$ cat config.mk
export PLATFORM = sky130hd
export DESIGN_NAME = boundary_search
export DESIGN_NICKNAME = d
export VERILOG_FILES = /design/src/bsearch_pkg.sv /design/src/ram_xfer_if.sv /design/src/boundary_search.sv /design/src/ram_arbiter.sv /design/src/row_reader.sv /design/src/row_sequencer.sv /design/src/row_writer.sv /design/src/segment_scanner.sv
export SDC_FILE = /design/constraint.sdc
export NUM_CORES = 2
export LEC_CHECK = 0
export BUFFER_PORTS_ARGS = -buffer_cell sky130_fd_sc_hd__buf_2
export CAP_MARGIN = 20
export CORE_AREA = 4 4 627 629
export DETAILED_ROUTE_END_ITERATION = 16
export DIE_AREA = 0 0 631 633
export PLACE_DENSITY = 0.54
export RECOVER_POWER = 100
export SYNTH_ARGS = -nofsm -noshare
export SYNTH_HDL_FRONTEND = slang
export SYNTH_SLANG_ARGS = --single-unit
$ cat constraint.sdc
create_clock -name i_clk -period 35 [get_ports i_clk]
set_input_delay 3.5 -clock i_clk [delete_from_list [all_inputs] [get_ports i_clk]]
set_output_delay 3.5 -clock i_clk [all_outputs]
set_load 0.02 [all_outputs]
$ cat src/bsearch_pkg.sv
package bsearch_pkg;

	// row geometry
	localparam int ROW_BITS      = 512;  // columns per row
	localparam int WORD_BITS     = 32;   // ram data width
	localparam int WORDS_PER_ROW = ROW_BITS / WORD_BITS;
	localparam int WORD_IDX_BITS = $clog2(WORDS_PER_ROW);

	// ram addressing, row * 16 + word
	localparam int ROW_IDX_BITS  = 9;
	localparam int ADDR_BITS     = ROW_IDX_BITS + WORD_IDX_BITS;

	localparam int COL_BITS      = $clog2(ROW_BITS);
	localparam int GAP_BITS      = 4;    // max interval input width

	// last row of the downward scan
	localparam int LAST_ROW      = 23;

	typedef logic [ROW_BITS-1:0]     row_t;     // bit 0 is column 0
	typedef logic [WORD_BITS-1:0]    word_t;
	typedef logic [COL_BITS-1:0]     col_t;
	typedef logic [ROW_IDX_BITS-1:0] row_idx_t;

	// column scan states
	typedef enum logic [2:0] {
		S_IDLE,
		S_SEEK,    // looking for a pixel connected to the reference
		S_IN_RUN,  // inside set pixels of the segment
		S_IN_GAP,  // counting clear pixels after the run
		S_DONE
	} scan_state_t;

endpackage

$ cat src/ram_xfer_if.sv
`timescale 1ns/1ps

// one word transfer between an engine and the ram arbiter
interface ram_xfer_if import bsearch_pkg::*; ();

	logic                 req;    // held until done
	logic                 we;
	logic [ADDR_BITS-1:0] addr;
	word_t                wdata;
	logic                 done;   // one cycle pulse
	word_t                rdata;  // valid with done

	modport requester (
		output req,
		output we,
		output addr,
		output wdata,
		input  done,
		input  rdata
	);

	modport arbiter (
		input  req,
		input  we,
		input  addr,
		input  wdata,
		output done,
		output rdata
	);

endinterface

$ cat src/boundary_search.sv
`timescale 1ns/1ps

module boundary_search import bsearch_pkg::*; (
	input  logic                 i_clk,
	input  logic                 i_rstn,
	input  logic                 i_trig,
	output logic                 o_done,
	input  logic [GAP_BITS-1:0]  i_max_gap,
	input  row_idx_t             i_start_row,
	input  row_t                 i_start_row_data,
	output logic                 o_ram_en,
	output logic                 o_ram_we,
	output logic [ADDR_BITS-1:0] o_ram_addr,
	output word_t                o_ram_wdata,
	input  word_t                i_ram_rdata,
	input  logic                 i_ram_done
);

	ram_xfer_if rd_if ();
	ram_xfer_if wr_if ();

	logic     rd_trig;
	logic     rd_done;
	logic     wr_trig;
	logic     wr_done;
	logic     sc_trig;
	logic     sc_done;
	logic     found;
	row_idx_t rd_row;
	row_idx_t wr_row;
	row_t     row_data;  // row just fetched
	row_t     mask;
	row_t     ref_row;
	col_t     left;
	col_t     right;

	row_sequencer u_row_sequencer (
		.i_clk            (i_clk),
		.i_rstn           (i_rstn),
		.i_trig           (i_trig),
		.o_done           (o_done),
		.i_start_row      (i_start_row),
		.i_start_row_data (i_start_row_data),
		.o_rd_trig        (rd_trig),
		.i_rd_done        (rd_done),
		.o_wr_trig        (wr_trig),
		.i_wr_done        (wr_done),
		.o_sc_trig        (sc_trig),
		.i_sc_done        (sc_done),
		.o_rd_row         (rd_row),
		.o_wr_row         (wr_row),
		.o_mask           (mask),
		.o_ref_row        (ref_row),
		.i_found          (found),
		.i_left           (left),
		.i_right          (right)
	);

	segment_scanner u_segment_scanner (
		.i_clk     (i_clk),
		.i_rstn    (i_rstn),
		.i_trig    (sc_trig),
		.i_cur_row (row_data),
		.i_ref_row (ref_row),
		.i_max_gap (i_max_gap),
		.o_done    (sc_done),
		.o_found   (found),
		.o_left    (left),
		.o_right   (right)
	);

	row_reader u_row_reader (
		.i_clk      (i_clk),
		.i_rstn     (i_rstn),
		.i_trig     (rd_trig),
		.i_row      (rd_row),
		.o_done     (rd_done),
		.o_row_data (row_data),
		.port       (rd_if.requester)
	);

	row_writer u_row_writer (
		.i_clk  (i_clk),
		.i_rstn (i_rstn),
		.i_trig (wr_trig),
		.i_row  (wr_row),
		.i_mask (mask),
		.o_done (wr_done),
		.port   (wr_if.requester)
	);

	ram_arbiter u_ram_arbiter (
		.i_clk       (i_clk),
		.i_rstn      (i_rstn),
		.rd_port     (rd_if.arbiter),
		.wr_port     (wr_if.arbiter),
		.o_ram_en    (o_ram_en),
		.o_ram_we    (o_ram_we),
		.o_ram_addr  (o_ram_addr),
		.o_ram_wdata (o_ram_wdata),
		.i_ram_rdata (i_ram_rdata),
		.i_ram_done  (i_ram_done)
	);

endmodule

$ cat src/ram_arbiter.sv
`timescale 1ns/1ps

module ram_arbiter import bsearch_pkg::*; (
	input  logic                 i_clk,
	input  logic                 i_rstn,
	ram_xfer_if.arbiter          rd_port,
	ram_xfer_if.arbiter          wr_port,
	output logic                 o_ram_en,
	output logic                 o_ram_we,
	output logic [ADDR_BITS-1:0] o_ram_addr,
	output word_t                o_ram_wdata,
	input  word_t                i_ram_rdata,
	input  logic                 i_ram_done
);

	logic busy;      // a word is in flight
	logic grant_wr;  // owner of the current word
	logic last_wr;   // port served last
	logic pick_wr;

	// on a tie the port not served last wins
	assign pick_wr = wr_port.req && (!rd_port.req || !last_wr);

	always_ff @(posedge i_clk or negedge i_rstn)
	begin
		if (!i_rstn)
		begin
			busy     <= 1'b0;
			grant_wr <= 1'b0;
			last_wr  <= 1'b0;
		end
		else if (!busy)
		begin
			if (rd_port.req || wr_port.req)
			begin
				busy     <= 1'b1;
				grant_wr <= pick_wr;
			end
		end
		else if (i_ram_done)
		begin
			busy    <= 1'b0;  // grant released only at word end
			last_wr <= grant_wr;
		end
	end

	assign o_ram_en    = busy;
	assign o_ram_we    = busy && (grant_wr ? wr_port.we : rd_port.we);
	assign o_ram_addr  = grant_wr ? wr_port.addr : rd_port.addr;
	assign o_ram_wdata = grant_wr ? wr_port.wdata : rd_port.wdata;

	// done goes back to the granted port only
	assign rd_port.done  = busy && !grant_wr && i_ram_done;
	assign wr_port.done  = busy && grant_wr && i_ram_done;
	assign rd_port.rdata = i_ram_rdata;
	assign wr_port.rdata = i_ram_rdata;

endmodule

$ cat src/row_reader.sv
`timescale 1ns/1ps

module row_reader import bsearch_pkg::*; (
	input  logic          i_clk,
	input  logic          i_rstn,
	input  logic          i_trig,
	input  row_idx_t      i_row,
	output logic          o_done,
	output row_t          o_row_data,
	ram_xfer_if.requester port
);

	logic [WORD_IDX_BITS-1:0] word_cnt;
	logic                     busy;
	logic                     done_pre;
	logic                     start;
	row_idx_t                 row_q;

	assign start      = i_trig && !busy && !done_pre;
	assign port.req   = busy;
	assign port.we    = 1'b0;  // read only
	assign port.addr  = {row_q, word_cnt};
	assign port.wdata = '0;
	assign o_done     = done_pre & i_trig;

	always_ff @(posedge i_clk or negedge i_rstn)
	begin
		if (!i_rstn)
		begin
			busy     <= 1'b0;
			done_pre <= 1'b0;
			word_cnt <= '0;
			row_q    <= '0;
		end
		else
		begin
			if (!i_trig)
				done_pre <= 1'b0;
			if (start)
			begin
				busy     <= 1'b1;
				word_cnt <= '0;
				row_q    <= i_row;
			end
			else if (busy && port.done)
			begin
				if (word_cnt == WORD_IDX_BITS'(WORDS_PER_ROW - 1))
				begin
					busy     <= 1'b0;  // req drops the cycle after the last done
					done_pre <= 1'b1;
				end
				else
					word_cnt <= word_cnt + 1'b1;
			end
		end
	end

	// word k fills columns 32k to 32k+31
	always_ff @(posedge i_clk)
	begin
		if (busy && port.done)
			o_row_data[word_cnt*WORD_BITS +: WORD_BITS] <= port.rdata;
	end

endmodule

$ cat src/row_sequencer.sv
`timescale 1ns/1ps

module row_sequencer import bsearch_pkg::*; (
	input  logic     i_clk,
	input  logic     i_rstn,
	input  logic     i_trig,
	output logic     o_done,
	input  row_idx_t i_start_row,
	input  row_t     i_start_row_data,
	output logic     o_rd_trig,
	input  logic     i_rd_done,
	output logic     o_wr_trig,
	input  logic     i_wr_done,
	output logic     o_sc_trig,
	input  logic     i_sc_done,
	output row_idx_t o_rd_row,
	output row_idx_t o_wr_row,
	output row_t     o_mask,
	output row_t     o_ref_row,
	input  logic     i_found,
	input  col_t     i_left,
	input  col_t     i_right
);

	enum logic [2:0] {SEQ_IDLE, SEQ_READ, SEQ_SCAN, SEQ_WRITE, SEQ_FINISH} state;

	row_idx_t row_num;   // row under scan
	logic     done_pre;
	logic     last_row;
	logic     rd_ok;
	row_t     range_mask;

	assign last_row = (row_num == row_idx_t'(LAST_ROW));
	assign rd_ok    = i_rd_done || !o_rd_trig;  // no read after the last row
	assign o_done   = done_pre & i_trig;
	assign o_wr_row = row_num;
	assign o_mask   = o_ref_row;  // written mask doubles as the next reference

	always_comb
	begin
		for (int c = 0; c < ROW_BITS; c++)
			range_mask[c] = i_found && (c >= int'(i_left)) && (c <= int'(i_right));
	end

	always_ff @(posedge i_clk or negedge i_rstn)
	begin
		if (!i_rstn)
		begin
			state     <= SEQ_IDLE;
			row_num   <= '0;
			done_pre  <= 1'b0;
			o_rd_trig <= 1'b0;
			o_wr_trig <= 1'b0;
			o_sc_trig <= 1'b0;
			o_rd_row  <= '0;
		end
		else
		begin
			case (state)
				SEQ_IDLE:
				begin
					if (i_trig)
					begin
						row_num   <= i_start_row + 1'b1;
						o_rd_row  <= i_start_row + 1'b1;
						o_rd_trig <= 1'b1;
						state     <= SEQ_READ;
					end
				end
				SEQ_READ:
				begin
					if (i_rd_done)
					begin
						o_rd_trig <= 1'b0;
						o_sc_trig <= 1'b1;
						state     <= SEQ_SCAN;
					end
				end
				SEQ_SCAN:
				begin
					if (i_sc_done)
					begin
						o_sc_trig <= 1'b0;
						o_wr_trig <= 1'b1;
						if (!last_row)
						begin
							o_rd_trig <= 1'b1;  // next read overlaps this write-back
							o_rd_row  <= row_num + 1'b1;
						end
						state <= SEQ_WRITE;
					end
				end
				SEQ_WRITE:
				begin
					if (i_wr_done && rd_ok)
					begin
						o_wr_trig <= 1'b0;
						o_rd_trig <= 1'b0;
						if (last_row)
							state <= SEQ_FINISH;
						else
						begin
							row_num   <= row_num + 1'b1;
							o_sc_trig <= 1'b1;
							state     <= SEQ_SCAN;
						end
					end
				end
				SEQ_FINISH:
				begin
					done_pre <= 1'b1;
					if (!i_trig)
					begin
						done_pre <= 1'b0;
						state    <= SEQ_IDLE;
					end
				end
				default: state <= SEQ_IDLE;
			endcase
		end
	end

	// reference starts as the given start row, then follows each mask
	always_ff @(posedge i_clk)
	begin
		if (state == SEQ_IDLE && i_trig)
			o_ref_row <= i_start_row_data;
		else if (state == SEQ_SCAN && i_sc_done)
			o_ref_row <= range_mask;
	end

endmodule

$ cat src/row_writer.sv
`timescale 1ns/1ps

module row_writer import bsearch_pkg::*; (
	input  logic          i_clk,
	input  logic          i_rstn,
	input  logic          i_trig,
	input  row_idx_t      i_row,
	input  row_t          i_mask,
	output logic          o_done,
	ram_xfer_if.requester port
);

	logic [WORD_IDX_BITS-1:0] word_cnt;
	logic                     busy;
	logic                     done_pre;
	logic                     start;
	row_idx_t                 row_q;
	row_t                     mask_q;

	assign start      = i_trig && !busy && !done_pre;
	assign port.req   = busy;
	assign port.we    = 1'b1;
	assign port.addr  = {row_q, word_cnt};
	assign port.wdata = mask_q[word_cnt*WORD_BITS +: WORD_BITS];
	assign o_done     = done_pre & i_trig;

	always_ff @(posedge i_clk or negedge i_rstn)
	begin
		if (!i_rstn)
		begin
			busy     <= 1'b0;
			done_pre <= 1'b0;
			word_cnt <= '0;
			row_q    <= '0;
		end
		else
		begin
			if (!i_trig)
				done_pre <= 1'b0;
			if (start)
			begin
				busy     <= 1'b1;
				word_cnt <= '0;
				row_q    <= i_row;  // sequencer may move on after this
			end
			else if (busy && port.done)
			begin
				if (word_cnt == WORD_IDX_BITS'(WORDS_PER_ROW - 1))
				begin
					busy     <= 1'b0;
					done_pre <= 1'b1;
				end
				else
					word_cnt <= word_cnt + 1'b1;  // next word presented at once
			end
		end
	end

	always_ff @(posedge i_clk)
	begin
		if (start)
			mask_q <= i_mask;
	end

endmodule

$ cat src/segment_scanner.sv
`timescale 1ns/1ps

module segment_scanner import bsearch_pkg::*; (
	input  logic                i_clk,
	input  logic                i_rstn,
	input  logic                i_trig,
	input  row_t                i_cur_row,
	input  row_t                i_ref_row,
	input  logic [GAP_BITS-1:0] i_max_gap,
	output logic                o_done,
	output logic                o_found,
	output col_t                o_left,
	output col_t                o_right
);

	scan_state_t         state;
	col_t                col_cnt;
	logic [GAP_BITS-1:0] gap_cnt;   // clear columns in the current gap
	logic                done_pre;
	logic                scanning;
	logic                last_col;
	logic                cur_pix;
	logic                ref_pix;
	row_t                cur_sh;
	row_t                ref_sh;

	assign cur_pix  = cur_sh[0];
	assign ref_pix  = ref_sh[0];
	assign scanning = (state == S_SEEK) || (state == S_IN_RUN) || (state == S_IN_GAP);
	assign last_col = (col_cnt == col_t'(ROW_BITS - 1));
	assign o_done   = done_pre & i_trig;

	always_ff @(posedge i_clk or negedge i_rstn)
	begin
		if (!i_rstn)
		begin
			state    <= S_IDLE;
			col_cnt  <= '0;
			gap_cnt  <= '0;
			done_pre <= 1'b0;
			o_found  <= 1'b0;
			o_left   <= '0;
			o_right  <= '0;
		end
		else
		begin
			case (state)
				S_IDLE:
				begin
					if (i_trig)
					begin
						state   <= S_SEEK;  // rows latched this cycle
						col_cnt <= '0;
						gap_cnt <= '0;
						o_found <= 1'b0;
						o_left  <= '0;
						o_right <= '0;
					end
				end
				S_SEEK:
				begin
					// only the first connected column opens a segment
					if (!o_found && cur_pix && ref_pix)
					begin
						o_found <= 1'b1;
						o_left  <= col_cnt;
						o_right <= col_cnt;
						state   <= S_IN_RUN;
					end
				end
				S_IN_RUN:
				begin
					if (cur_pix)
						o_right <= col_cnt;  // right bound tracks last set column
					else if (i_max_gap == '0)
						state <= S_SEEK;     // closed, right bound frozen
					else
					begin
						gap_cnt <= GAP_BITS'(1);
						state   <= S_IN_GAP;
					end
				end
				S_IN_GAP:
				begin
					if (cur_pix)
					begin
						o_right <= col_cnt;  // gap bridged
						state   <= S_IN_RUN;
					end
					else if (gap_cnt >= i_max_gap)
						state <= S_SEEK;
					else
						gap_cnt <= gap_cnt + 1'b1;
				end
				S_DONE:
				begin
					done_pre <= 1'b1;
					if (!i_trig)
					begin
						done_pre <= 1'b0;
						state    <= S_IDLE;
					end
				end
				default: state <= S_IDLE;
			endcase

			// full row always scanned, keeps latency fixed
			if (scanning)
			begin
				col_cnt <= col_cnt + 1'b1;
				if (last_col)
					state <= S_DONE;
			end
		end
	end

	// both rows shift right, column under test sits in bit 0
	always_ff @(posedge i_clk)
	begin
		if (state == S_IDLE && i_trig)
		begin
			cur_sh <= i_cur_row;
			ref_sh <= i_ref_row;
		end
		else if (scanning)
		begin
			cur_sh <= cur_sh >> 1;
			ref_sh <= ref_sh >> 1;
		end
	end

endmodule

# After elaboration in Yosys (flattened, before gate mapping)
# Cells that the tools add are included.
# totals
ff_bits	2654
inputBits	561
output_inout_bits	48
wordCells	2271
# classes
n_addsub	7
order_cmp	1023
n_eq_ne	28
shifts	3
muxes	86
bitwise	5
reduce_logical	1089
# op_table
operator	count
$mux W512	6
$le A9 B9 Y1 const A	256
$ge A9 B9 Y1 const A	255
$ge A8 B9 Y1 const A	128
$le A8 B9 Y1 const A	128
$logic_and A1 B1 Y1	1040
$ge A7 B9 Y1 const A	64
$le A7 B9 Y1 const A	64
$bwmux W512	1
$shift A32 B34 Y512 const A	1
$shiftx A32 B34 Y512	1
$shiftx A512 B10 Y32	1
$ge A6 B9 Y1 const A	32
$le A6 B9 Y1 const A	32
$ge A5 B9 Y1 const A	16
$le A5 B9 Y1 const A	16
$mux W9	9
$ge A4 B9 Y1 const A	8
$le A4 B9 Y1 const A	8
$pmux W9 S2	3
$mux W4	11
$mux W3	14
$ge A3 B9 Y1 const A	4
$le A3 B9 Y1 const A	4
other kinds (41)	139

# Depth between registers and ports, before layout
# logic_depth
depth_word	7
depth_mapped	9
depth_no_buf	7

# Modules after synthesis
# A second synthesis with hierarchy kept.
# unflattened
hier_cells	10732
area_unflattened_um2	121738.0
# by_module_without_submodules
mod	instances	cells_per_inst	area_each_um2	seq_area_each_um2
segment_scanner	1	4516	45215.9	31650.4
row_sequencer	1	3781	35047.4	16000.3
row_writer	1	967	20184.4	15750.1
row_reader	1	1340	20123.0	15750.1
ram_arbiter	1	128	1167.4	75.1

# Worst setup path after synthesis
# OpenSTA, ideal clock, no wires.
# synth_path
path_type	input to register
start	in i_trig
end	reg u_row_sequencer.state[0] in the netlist's numbering
setup_ns	0.207
arrival_time_ns	40.654
required_ns	34.793
slack_ns	-5.861
stages	4
n_path_buf	0
cell_sequence	nor2b_1 a31oi_1 nor3_1 or2_2
# synth_between
elab_chain_len	2
word_cells_on_any_way	3
classes_between	eq/ne: 2; reduce/logical: 1
# synth_lines
element	line_no	text
from (decl)	boundary_search.sv:6	input logic i_trig,
$ne A2 B2 Y1 (no source line)	--	
$reduce_and A5 Y1 (no source line) (*)	--	
to (signal assigned)	row_sequencer.sv:49	state <= SEQ_IDLE;
to (signal assigned)	row_sequencer.sv:67	state <= SEQ_READ;
to (signal assigned)	row_sequencer.sv:76	state <= SEQ_SCAN;
to (decl)	row_sequencer.sv:25	enum logic [2:0] {SEQ_IDLE, SEQ_READ, SEQ_SCAN, SEQ_WRITE, SEQ_FINISH} state;
# Every way passes the cells marked *; elsewhere a longest branch is shown, timed or not.
# A chain may end at the register's enable or synchronous reset.

# Final worst setup path
# layout_path
start	reg u_row_sequencer.o_sc_trig
end	reg u_segment_scanner.ref_sh[421] (data pin)
# layout_between
elab_chain_len	2
# layout_lines
element	line_no	text
from (decl)	row_sequencer.sv:14	output logic o_sc_trig,
from (signal assigned)	row_sequencer.sv:54	o_sc_trig <= 1'b0;
from (signal assigned)	row_sequencer.sv:75	o_sc_trig <= 1'b1;
from (signal assigned)	row_sequencer.sv:83	o_sc_trig <= 1'b0;
$logic_and A1 B1 Y1	segment_scanner.sv:120	if (state == S_IDLE && i_trig)
$mux W512	segment_scanner.sv:120	
to (signal assigned)	segment_scanner.sv:123	ref_sh <= i_ref_row;
to (signal assigned)	segment_scanner.sv:128	ref_sh <= ref_sh >> 1;
to (decl)	segment_scanner.sv:25	row_t ref_sh;
# Every way passes these cells.

==> reports/qor.yml <==
first_pass_iters: 9
dp.final_hpwl_um: 472000
vias_per_cell: 5.77
finalSetupTns_ps: 0
ys_warn_count: 0
port_buffers: 608
cts_setup_buffers: 0
layout-drive-gt1-share: 0.141
maxSlewHeadroom: -5.96
antenna_found_initial: 135
violations: "max-capacitance violations, max-slew violations"
synthDistinctLibCells: 90
cts_buffers: 312
min_period_ps: 19730
root_buffer: "clkbuf_16"
ant_nets: 0
register_area_mm2: 0.0792
io_pins: 609
startpoint_type: "flop"
grt_usage: 0.320
wirelength_um: 660000
yosysSeqAreaShare: 0.684
synth_edf_count: 2560
synth_top_area_frac: 0.664
cp_max_fo: 193
path_clk_slew_ps: 60
setup_viol: 0
synth.net_count: 10478
fin_nets: 11074
multi_input_area_mm2: 0.0342
grt_setup_unrepaired: "false"
ys_seq_elements: 2654
fmax_ghz: 0.0507
nFillCells: 38607
syn_inst: 9901
grt_pass1_vias: 84688
routabilityCongestion: 1.11
worstMarginPinSlew_ps: 10440
met3_length_um: 76300
core_mm2: 0.388
status: "finished, violations left"
utilization: 0.350
wl_met1_um: 248000
drc: 0
timing.final.crit_share: 0.564
insertion_delay_ps: 970
wl_met2_um: 266000
cp-end-kind: "flop"
initial_core_util: 0.299
die_x_um: 631
critical_path_class: "flop to flop"
hold_violations: 0
drtIter0Drc: 14519
grt_pass1_wl_um: 849000
die_y_um: 633
grt_max_degree: 194
wl_per_cell_um: 41.1
yosys.area.top_type: "edfxtp_1"
maxUsedRoutingLayer: "met5"
yosys-top-cells-area: "edfxtp_1, nand2_1, mux4_2"
vias: 92566
drv_cap: 87
htree_levels: 5
skew_ps: 59.4
synthFlopType: "edfxtp_1"
min_path_type: "flop to flop"
ctsLongestPathBuffers: 4
die_area_mm2: 0.399
synthesis.area_mm2: 0.116
grt_remaining_overflow: 0
report.final.slew_viol_count: 4905
syn_to_final_growth_pct: 17.2
powerDensity_mw_per_mm2: 84.0
ir_drop_uv: 83.5
clock_sinks: 2654
arrival_ps: 20460
cts_tree: "built"
syn_area_per_cell_um2: 11.7
cts.repair.resized: 0
fp-row-count: 229
holdBufCountCts: 0
async_flop_share: 0.0354
leakagePower_nw: 49.7
cp.required_ps: 35730
[worst paths after layout]
check,start,slack [ps],cells past startpoint,end
max in group asynchronous,i_rstn,27210,2,u_segment_scanner.o_right[8]
max reg2reg,u_row_sequencer.o_sc_trig,15270,7,u_segment_scanner.ref_sh[421]
min,u_row_sequencer.o_mask[461],420,0,u_row_writer.mask_q[461]
min reg2reg,u_row_sequencer.o_mask[461],420,0,u_row_writer.mask_q[461]
min in group asynchronous,i_rstn,3180,1,u_row_reader.row_q[6]
max,u_row_sequencer.o_sc_trig,15270,7,u_segment_scanner.ref_sh[421]
[cell usage after synthesis (all sizes together) (27+ instances only)]
cell type and number:
nand3 69, and2 289, a21oi 274, o31ai 87, buf 192, edfxtp 2560, nor2b 27, a31oi 49
mux2 34, nor3 55, inv 31, mux2i 69, a21o 41, nor2 550, mux4 128, o22ai 69
o21ai 466, a32o 191, clkbuf 478, nand2 3658, a22o 123, dfrtp 94
[cell usage in the layout, fill, tap and decap left out, drive strengths merged, types with 23 or more instances in the layout]
cell type  synthesis  layout
and2             289     289
nand2           3658    3658
inv               31      41
and3              24      24
nor3              55      55
clkinv             1     130
mux4             128     128
nand4             23      23
o31ai             87      87
edfxtp          2560    2560
mux2              34      34
a31oi             49      49
nor2             550     550
o22ai             69      69
dfrtp             94      94
diode              0      86
a32o             191     191
clkbuf           478     555
nor2b             27      27
a21o              41      41
nand3             69      69
buf              192     784
mux2i             69      69
a21oi            274     274
o21ai            466     466
a22o             123     123
bufinv             0      30
o21bai            24      24
[cell type report]
type / instances / share of cell area
clock buffers: 387 / 0.0603
repair buffers: 952 / 0.0396
diodes: 86 / 0.00158
inverters: 32 / 0.000894
multi-input cells: 6545 / 0.251
clock inverters: 180 / 0.0148
flip-flops and latches: 2654 / 0.584
well taps: 5197 / 0.0479
[metal layers]
metal	global-route usage	vias up
met2	0.442	6704
met5	0.00382	-
met3	0.121	1949
met1	0.395	47320
met4	0.261	34
li1	-	36559
[cells by family after synthesis]
kind of cell	count (synthesis)	synth area share
fa+ha+maj	16	0.00173
simple gates	4804	0.169
mux	231	0.0342
xor+xnor	26	0.00197
flops	2654	0.684
buf+inv	702	0.0245
compound gates	1468	0.0846
[stage by stage]
stage                     cells  area [um2]  setup WS, ps  hold WS, ps  power (mW)
after global placement    15347      126000         27360          427        7.87
after CTS                 15927      136000         26370          431        11.2
after detailed placement  15360      126000         27380          431        7.88
after global routing      15953      136000         13930          453        11.8
after floorplan            9901      116000          7100          417        7.24
final                     16033      136000         15270          421        11.4
[worst max-delay path: stages, from the launching register on]
cell	delay (ps)
dfrtp_1	590
nor4b_1	280
clkbuf_1	1910
clkbuf_1	6520
clkbuf_1	2410
clkbuf_1	6000
nand2_1	680
nand2_1	540
[sequential cells by signal, indices dropped and copies added (netlist names), 3 cells and up]
register,count
u_segment_scanner.state,3
u_segment_scanner.gap_cnt,4
u_row_sequencer.o_rd_row,9
u_row_writer.row_q,9
u_segment_scanner.ref_sh,512
u_row_reader.o_row_data,512
u_row_reader.row_q,9
u_row_reader.word_cnt,4
u_segment_scanner.o_left,9
u_segment_scanner.col_cnt,9
u_segment_scanner.cur_sh,512
u_row_writer.word_cnt,4
u_row_sequencer.o_mask,512
u_row_writer.mask_q,512
u_row_sequencer.o_wr_row,9
u_segment_scanner.o_right,9
u_row_sequencer.state,3
[power breakdown]
group	total, mW	switching, mW	internal (mW)
logic	2.72	2.12	0.593
clock network	3.32	1.43	1.90
registers	5.36	0.422	4.94
No activity file was read; power rests on OpenSTA's default activity.
